File: src/verilog/l1_cache_pkg.sv
package l1_cache_pkg;

    // address split: tag | set | word | byte
    localparam int tag_w = 21;
    localparam int index_w = 5;
    localparam int word_w = 4;
    localparam int byte_w = 2;

    localparam int words_per_line = 16;

    typedef logic [31:0] data_t;

    // word 0 sits in the low 32 bits
    typedef data_t [words_per_line-1:0] line_t;

    // line address towards L2, tag above index
    typedef logic [tag_w+index_w-1:0] line_addr_t;

    typedef struct packed {
        logic [tag_w-1:0] tag;
        logic [index_w-1:0] index;
        logic [word_w-1:0] word;
        logic [byte_w-1:0] offset;
    } cpu_addr_t;

    // cpu address, seen flat or split into fields
    typedef union packed {
        logic [31:0] flat;
        cpu_addr_t f;
    } cpu_addr_u;

endpackage

File: src/verilog/l1_d_controller.sv
`timescale 1ns/1ns

module l1_d_controller (
    input  logic clk,
    input  logic nrst,
    input  logic rd,
    input  logic wr,
    input  logic flush,
    input  l1_cache_pkg::cpu_addr_u addr,
    input  logic l2_ready,
    output logic stall,
    output logic done,
    output logic hit,
    output logic store,
    output logic fill,
    output logic l2_rd,
    output logic l2_wr,
    output logic way,
    output l1_cache_pkg::line_addr_t l2_addr
);

    localparam int sets = 2 ** l1_cache_pkg::index_w;

    localparam logic [1:0] s_idle = 2'b00;
    localparam logic [1:0] s_compare = 2'b01;
    localparam logic [1:0] s_write_back = 2'b10;
    localparam logic [1:0] s_allocate = 2'b11;

    logic [1:0] state;
    logic [1:0] next_state;

    logic [l1_cache_pkg::tag_w-1:0] tags [2][sets];
    logic [1:0][sets-1:0] valid;
    logic [1:0][sets-1:0] dirty;
    // lru bit names the way to replace next
    logic [sets-1:0] lru;

    logic [l1_cache_pkg::index_w-1:0] idx;
    logic [l1_cache_pkg::tag_w-1:0] req_tag;
    logic [1:0] way_hit;
    logic any_hit;
    logic sel_way;
    logic victim_dirty;
    logic way_q;
    // set once L2 was touched for the current access
    logic used_l2;

    assign idx = addr.f.index;
    assign req_tag = addr.f.tag;

    assign way_hit[0] = valid[0][idx] && (tags[0][idx] == req_tag);
    assign way_hit[1] = valid[1][idx] && (tags[1][idx] == req_tag);
    assign any_hit = |way_hit;

    // matching way, else first free way, else lru
    always_comb
    begin
        if (way_hit[0])
            sel_way = 1'b0;
        else if (way_hit[1])
            sel_way = 1'b1;
        else if (!valid[0][idx])
            sel_way = 1'b0;
        else if (!valid[1][idx])
            sel_way = 1'b1;
        else
            sel_way = lru[idx];
    end

    assign victim_dirty = valid[sel_way][idx] && dirty[sel_way][idx];

    always_ff @(posedge clk or negedge nrst)
    begin
        if (!nrst)
            state <= s_idle;
        else
            state <= next_state;
    end

    always_comb
    begin
        next_state = state;
        case (state)
            s_idle:
                if (rd || wr)
                    next_state = s_compare;
            s_compare:
                if (any_hit)
                    next_state = s_idle;
                else if (victim_dirty)
                    next_state = s_write_back;
                else
                    next_state = s_allocate;
            s_write_back:
                if (l2_ready)
                    next_state = s_allocate;
            s_allocate:
                // refilled line is picked up as a hit by compare
                if (l2_ready)
                    next_state = s_compare;
            default:
                next_state = s_idle;
        endcase
    end

    assign stall = (state != s_idle);
    assign done = (state == s_compare) && any_hit;
    assign hit = done && !used_l2;
    assign store = done && wr;
    assign fill = (state == s_allocate) && l2_ready;
    assign way = (state == s_compare) ? sel_way : way_q;

    // victim line during write-back, requested line otherwise
    assign l2_addr = (state == s_write_back) ? {tags[way_q][idx], idx} : {req_tag, idx};

    always_ff @(posedge clk or negedge nrst)
    begin
        if (!nrst)
        begin
            way_q <= 1'b0;
            used_l2 <= 1'b0;
        end
        else if (state == s_compare)
        begin
            if (any_hit)
            begin
                used_l2 <= 1'b0;
            end
            else
            begin
                way_q <= sel_way;
                used_l2 <= 1'b1;
            end
        end
    end

    // one-cycle strobes on entry to write-back or allocate
    always_ff @(posedge clk or negedge nrst)
    begin
        if (!nrst)
        begin
            l2_rd <= 1'b0;
            l2_wr <= 1'b0;
        end
        else
        begin
            l2_wr <= (state == s_compare) && !any_hit && victim_dirty;
            l2_rd <= ((state == s_compare) && !any_hit && !victim_dirty)
                     || ((state == s_write_back) && l2_ready);
        end
    end

    always_ff @(posedge clk)
    begin
        if (fill)
            tags[way_q][idx] <= req_tag;
    end

    always_ff @(posedge clk or negedge nrst)
    begin
        if (!nrst)
        begin
            valid <= '0;
            dirty <= '0;
            lru <= '0;
        end
        else if ((state == s_idle) && flush)
        begin
            // dirty data is dropped, not written back
            valid <= '0;
            dirty <= '0;
            lru <= '0;
        end
        else
        begin
            if (fill)
            begin
                valid[way_q][idx] <= 1'b1;
                dirty[way_q][idx] <= 1'b0;
            end
            if (store)
                dirty[sel_way][idx] <= 1'b1;
            if (done)
                lru[idx] <= ~sel_way;
        end
    end

    assert property (@(posedge clk) disable iff (!nrst) !(l2_rd && l2_wr))
        else $error("l2_rd and l2_wr high together");

    // refilled line must not already sit in the set
    assert property (@(posedge clk) disable iff (!nrst) fill |-> !any_hit)
        else $error("fill of a line already present");

    assert property (@(posedge clk) disable iff (!nrst) done |-> (rd || wr))
        else $error("done without a pending request");

endmodule

File: config.mk
export PLATFORM = sky130hd
export DESIGN_NAME = l1_d_controller
export DESIGN_NICKNAME = d
export VERILOG_FILES = /design/src/verilog/l1_cache_pkg.sv /design/src/verilog/l1_d_controller.sv
export SDC_FILE = /design/constraint.sdc
export NUM_CORES = 2
export LEC_CHECK = 0
export ABC_AREA = 1
export ABC_CLOCK_PERIOD_IN_PS = 2620
export BUFFER_PORTS_ARGS = -buffer_cell sky130_fd_sc_hd__buf_2
export CORE_MARGIN = 10
export CORE_UTILIZATION = 40
export DETAILED_ROUTE_END_ITERATION = 12
export PLACE_DENSITY_LB_ADDON = 0.12
export SLEW_MARGIN = 30
export SYNTH_ARGS = -nofsm -noshare
export SYNTH_HDL_FRONTEND = slang
export SYNTH_SLANG_ARGS = --single-unit
File: constraint.sdc
create_clock -name clk -period 2.62 [get_ports clk]
set_clock_uncertainty 0.15 [all_clocks]
set_input_delay 0.262 -clock clk [delete_from_list [all_inputs] [get_ports clk]]
set_output_delay 0.262 -clock clk [all_outputs]
set_load 0.005 [all_outputs]
# Yosys cells after proc, flatten, opt, wreduce, memory -nomap -nowiden

Memory sizes are Yosys's and may differ from the RTL's.
Index checks and enable logic that the tools add are counted.

Bits in registers: 166
Bits in latches: 0
RAM bits: 1344
Memory bits (read-only): 0
Input bits: 38
Word-level logic and storage cells: 117
Memories kept: 1

Memory list:

| memory | depth | width | rd ports | clocked after Yosys merged registers in | write ports | line                  | RTL |
|---|---|---|---|---|---|---|---|
| tags   | 2     | 672   | 3        | 0                                       | 1           | l1_d_controller.sv:32 | `logic [l1_cache_pkg::tag_w-1:0] tags [2][sets];` |

$add $sub $neg: 0
Multipliers: 0
Div/mod/pow operators: 0
$lt $le $gt $ge: 8
Eq/ne operators: 8
Shifts and indexed selects: 0
Multiplexer cells: 55
Bitwise gates (word level): 7
Reductions and logical operators: 28

Operator list:

| cell                                                       | count |
|---|---|
| 2-to-1 mux 672 bit                                         | 1 |
| 2-to-1 mux 64 bit                                          | 6 |
| binary-select mux 21 bit (select 5 bit)                    | 3 |
| 2-to-1 mux 32 bit                                          | 8 |
| 2-to-1 mux 21 bit                                          | 7 |
| bitwise OR 64 bit                                          | 2 |
| demux 21 bit (select 5 bit)                                | 1 |
| AND 64 bit                                                 | 1 |
| demux 32 bit (select 1 bit)                                | 2 |
| NOT 64 bit                                                 | 1 |
| equality test 21 bit                                       | 2 |
| bitwise mux 32 bit                                         | 1 |
| 2-to-1 mux 26 bit                                          | 1 |
| binary-select mux 1 bit (select 5 bit)                     | 5 |
| logical AND 1 bit                                          | 16 |
| 2-to-1 mux 1 bit                                           | 14 |
| 2-to-1 mux 2 bit                                           | 4 |
| case mux 2 bit (4 select lines)                            | 1 |
| >= comparator 6 bit, second input constant                 | 1 |
| less-than comparator 5 x 6 -> 1 bit, second input constant | 1 |
| less-than comparator 6 x 1 -> 1 bit, second input constant | 1 |
| inequality test 2 bit, second input constant               | 3 |
| NOT 5 -> 6 bit                                             | 1 |
| nonzero test 2 bit                                         | 3 |
| other kinds (13)                                           | 20 |

# Depth between registers and ports, before layout

Depth after elaboration: 16
Gate-level depth with buffers: 32
Depth with buffers taken out: 28

# Worst setup path before layout

Ideal clock, no wire load.

Path kind: input to register
From: input addr[10] in the netlist's numbering
To: memory tags[0][0] in the netlist's numbering, enable pin
Arrival: 2.649 ns
Setup slack: -0.581 ns
Stages on the path: 10
Path buffers: 4
Cells stage by stage: buf_4 -> inv_2 -> nor3_2 -> buf_2 -> buf_4 -> clkbuf_1 -> inv_1 -> nor2_1 -> inv_1 -> nor2_1

Cells in the longest elaborated chain, start to end: 6
Elaborated cells between the ends (all ways): 7

RTL lines:

| element                                                                                                 | line                   | RTL |
|---|---|---|
| from (decl)                                                                                             | l1_d_controller.sv:9   | `input l1_cache_pkg::cpu_addr_u addr,` |
| NOT 5 -> 6 bit (not written as such) *                                                                  | l1_d_controller.sv:156 | `tags[way_q][idx] <= req_tag;` |
| >= comparator 6 bit (not written as such) / less-than comparator 6 x 1 -> 1 bit (equally long branches) | l1_d_controller.sv:156 |  |
| logical AND 1 bit (not written as such)                                                                 | l1_d_controller.sv:156 |  |
| 2-to-1 mux 21 bit (not written as such)                                                                 | l1_d_controller.sv:156 |  |
| demux 21 bit (select 5 bit) *                                                                           | l1_d_controller.sv:156 |  |
| 2-to-1 mux 672 bit (not written as such) *                                                              | l1_d_controller.sv:156 |  |
| to (decl)                                                                                               | l1_d_controller.sv:32  |  |

Mark *: on every way between the ends. The rest lies on a longest branch, timed or not.

# Final worst setup path

From: input addr[7] in the netlist's numbering
To: output hit

Cells in the longest elaborated chain, start to end: 9
Elaborated cells between the ends (all ways): 18

RTL lines:

| element                                                    | line                                         | RTL |
|---|---|---|
| NOT 5 -> 6 bit (not written as such)                       | l1_d_controller.sv:51, l1_d_controller.sv:52 |  |
| binary-select mux 21 bit (select 5 bit) (on tied branches) | l1_d_controller.sv:51, l1_d_controller.sv:52 |  |
| 2-to-1 mux 21 bit (on tied branches) (2 in series)         | l1_d_controller.sv:51, l1_d_controller.sv:52 |  |
| equality test 21 bit (on tied branches)                    | l1_d_controller.sv:51, l1_d_controller.sv:52 |  |
| logical AND 1 bit (on tied branches)                       | l1_d_controller.sv:51, l1_d_controller.sv:52 |  |
| OR reduction 2 bit *                                       | l1_d_controller.sv:53                        | `assign any_hit = \|way_hit;` |
| logical AND 1 bit *                                        | l1_d_controller.sv:107                       | `assign done = (state == s_compare) && any_hit;` |
| logical AND 1 bit *                                        | l1_d_controller.sv:108                       | `assign hit = done && !used_l2;` |
| to (decl)                                                  | l1_d_controller.sv:13                        | `output logic hit,` |

Mark *: on every way between the ends. The rest lies on a longest branch, timed or not. The select of a mux whose other input is x is not followed.

==> impl_metrics.yaml <==
floorplan:
  start_util_pct: 40.2
  die_width_um: 419
  io_pins: 72
  rows: 146
  fp.dieH_um: 419
  die-area_um2: 176000
  core-area_um2: 158000
synth:
  synthArstFlopShare_pct: 11.0
  avgSynthCellArea_um2: 10.6
  synth_area_leaders: "edfxtp_1 63%, nand2_1 16%, dfrtp_1 6.5%"
  synth_top_area_cell: "edfxtp_1"
  synthTopCellsByCount: "2778 x nand2_1, 1344 x edfxtp_1, 350 x nor2_1"
  ys.flop_type: "edfxtp_1"
  yosys_warnings: 0
  synth.net_count: 6056
  synth.distinct_cells: 51
  synth_most_common_cell: "nand2_1"
  synth-seq-cells: 1510
  synth_area_um2: 63700
  synth-edff-count: 1344
  yosys.area.top_type_share_pct: 63.3
  synth_cells: 6014
  ys_seq_area_share_pct: 69.8
route:
  dr.pass1.iters: 6
  postRouteAntennaNets: 0
  drt_iter0_markers: 5200
  wl_um: 252000
  dr_total_vias: 50195
  drc_errors: 0
  wl_per_cell_um: 27.1
  viasPerCell: 5.41
pwr:
  ir_worst_vdd_mv: 0.631
  power_uw: 57500
  power.density_nw_per_um2: 672
  p_leak_uw: 0.0340
sta:
  period_share_pct: 150
  hold_viol: 0
  rsz0062_at_grt: "true"
  setup_ws_ps: -1310
  fmax_ghz: 0.254
  worst-slew-pin-transition_ps: 834
  relSlewSlack_pct: 44.4
  post-route-min-period_ps: 3930
  setup_viol: 127
  report.final.slew_viol_count: 0
finish:
  ff_latch_area_um2: 44500
  fin_area_um2: 85500
  final_core_util_pct: 54.0
  fin_nets: 7113
  multi_input_area_um2: 20400
  drive_above_1_share_pct: 28.4
  syn_to_final_growth_pct: 34.2
  fill_cells: 13805
clocking:
  cts.sinks: 1510
  clk_latency_ps: 820
  ctsLongestPathBuffers: 3
  clk_pin_slew_ps: 60
  cts_buffers: 163
  htreeDepth: 4
  cts_tree: "yes"
  clock-root-buffer: "clkbuf_16"
setup_path:
  cp_common_cell: "nand2_1"
  path_delay_family: "simple AND/OR/NAND/NOR gates"
  cp_max_fo: 18
  path_class: "in -> out"
  critPathSlowestCell: "buf_4"
  cp.required_ps: 2210
  max_stage_delay_ps: 350
  critPathCaptureType: "output pin"
  worst_ep_arrival_time_ps: 3520
  path_cells: "buf_16 -> buf_12 -> nor2_4 -> buf_4 -> buf_4 -> nand2_1 -> nand4_1 -> nand2_1 -> nand2_1 -> nor2_2 -> nand3_1 -> nand2_2 -> buf_6 -> nor4_4 -> nand2_1 -> nor4_2 -> nand3_2 -> a21oi_4 -> inv_2 -> nor2_2 -> buf_2"
  cp_num_buf_inv: 7
  setup.worst_path.start_class: "input port"
run_status:
  status: "complete, but fails checks"
  violations: "negative setup slack"
hold_path:
  holdCritPathClass: "in -> reg"
flow_run:
  cap_violations: 0
place:
  gp_congestion: 1.01
  dp_hpwl_um: 168000
  dp_worst_setup_slack_ps: -1830
  port_buffers: 65
  place_area_um2: 75600
grt:
  antenna_found_initial: 8
  grt.total_usage_pct: 27.9
  grt_pass1_wl_um: 353000
  grt_pass1_vias: 48244
  grt-ovfl-total: 0
  grt_max_degree: 57
-- flip-flops by register name (all words and copies together), names as in the netlist --
name / flops
state: 2
dirty: 64
valid: 64
tags: 1344
l2_wr: 1
l2_rd: 1
lru: 32
way_q: 1
used_l2: 1
-- area by class of cell --
class                           count  area share, %
Multi-Input combinational cell   4057           23.9
Clock buffer                      219           5.20
Inverter                          126          0.630
Clock inverter                     79          0.850
Timing Repair Buffer             1213           14.4
Antenna cell                        2        0.00585
Sequential cell                  1510           52.0
Tap cell                         2072           3.03
-- worst paths after layout --
| path | slack (ps) | cells past startpoint | endpoint | start |
|---|---|---|---|---|
| worst min register to register | 340 | 1 | valid[10] | valid[10] |
| min in group asynchronous | 430 | 4 | dirty[10] | nrst |
| worst max register to register | -880 | 27 | l2_rd | tags[0][659] |
| worst min-delay path | 70 | 3 | tags[0][62] | addr[31] |
| worst max-delay path | -1310 | 21 | hit | addr[7] |
| max in group asynchronous | 1550 | 4 | valid[53] | nrst |
-- layer usage --
layer	part of all wire, %	vias to the layer above	wire [um]	global-route usage, %
met5	0.0064	-	16	0
met4	5.0	2	12700	12.3
met3	7.0	453	17600	3.96
met2	47	2117	118000	45.0
met1	41	24963	104000	37.6
li1	-	22660	-	-
-- logic make-up after synthesis --
kind of cell             after synthesis  share of synthesized area, %
flip-flops                          1510                          69.8
buffers and inverters                447                          3.19
adder cells (fa/ha/maj)                4                        0.0785
AND/OR/NAND/NOR                     3602                          22.6
AO/OA/AOI/OAI                        451                          4.29
-- per-stage QoR --
stage	setup TNS, ps	hold WS [ps]	std cells
detailed placement	-321180	124	8858
CTS	-111900	7.49	9244
global route	-89770	12.4	9278
global placement	-312240	116	8858
finish	-80020	67.5	9278
floorplan	-70900	-184	6014
-- worst min-delay path, cell delays in order --
cell	delay [ps]
buf_2	170
buf_4	200
buf_4	190
-- where the power goes --
part	switching, uW	leakage, uW	internal [uW]
Combinational	5080	0.0171	3190
Sequential	133	0.0144	26400
Clock	9640	0.00252	13000
-- layout by cell type (no fill, tap or decap), types with 51 or more instances in the layout --
cell and count:
clkbuf_16 175, nand4_1 149, a22oi_1 63, nor2_4 60, buf_12 204, nor2_2 95, buf_4 822, buf_2 51
nand3_1 196, a21oi_1 51, buf_6 83, nor2_1 196, o21ai_0 64, edfxtp_1 1344, inv_1 98, nand3_2 63
nand2_2 141, nand2_1 2597, dfrtp_1 165
-- what timing repair did --
action,in CTS,in global routing
buffers inserted,59,61
gates resized for setup,460,466
gates cloned,8,7
endpoints found under the setup margin,127,127
pin swaps,101,262
hold buffers,26,0
endpoints found under the hold margin,465,0
(Power assumes the default switching activity.)
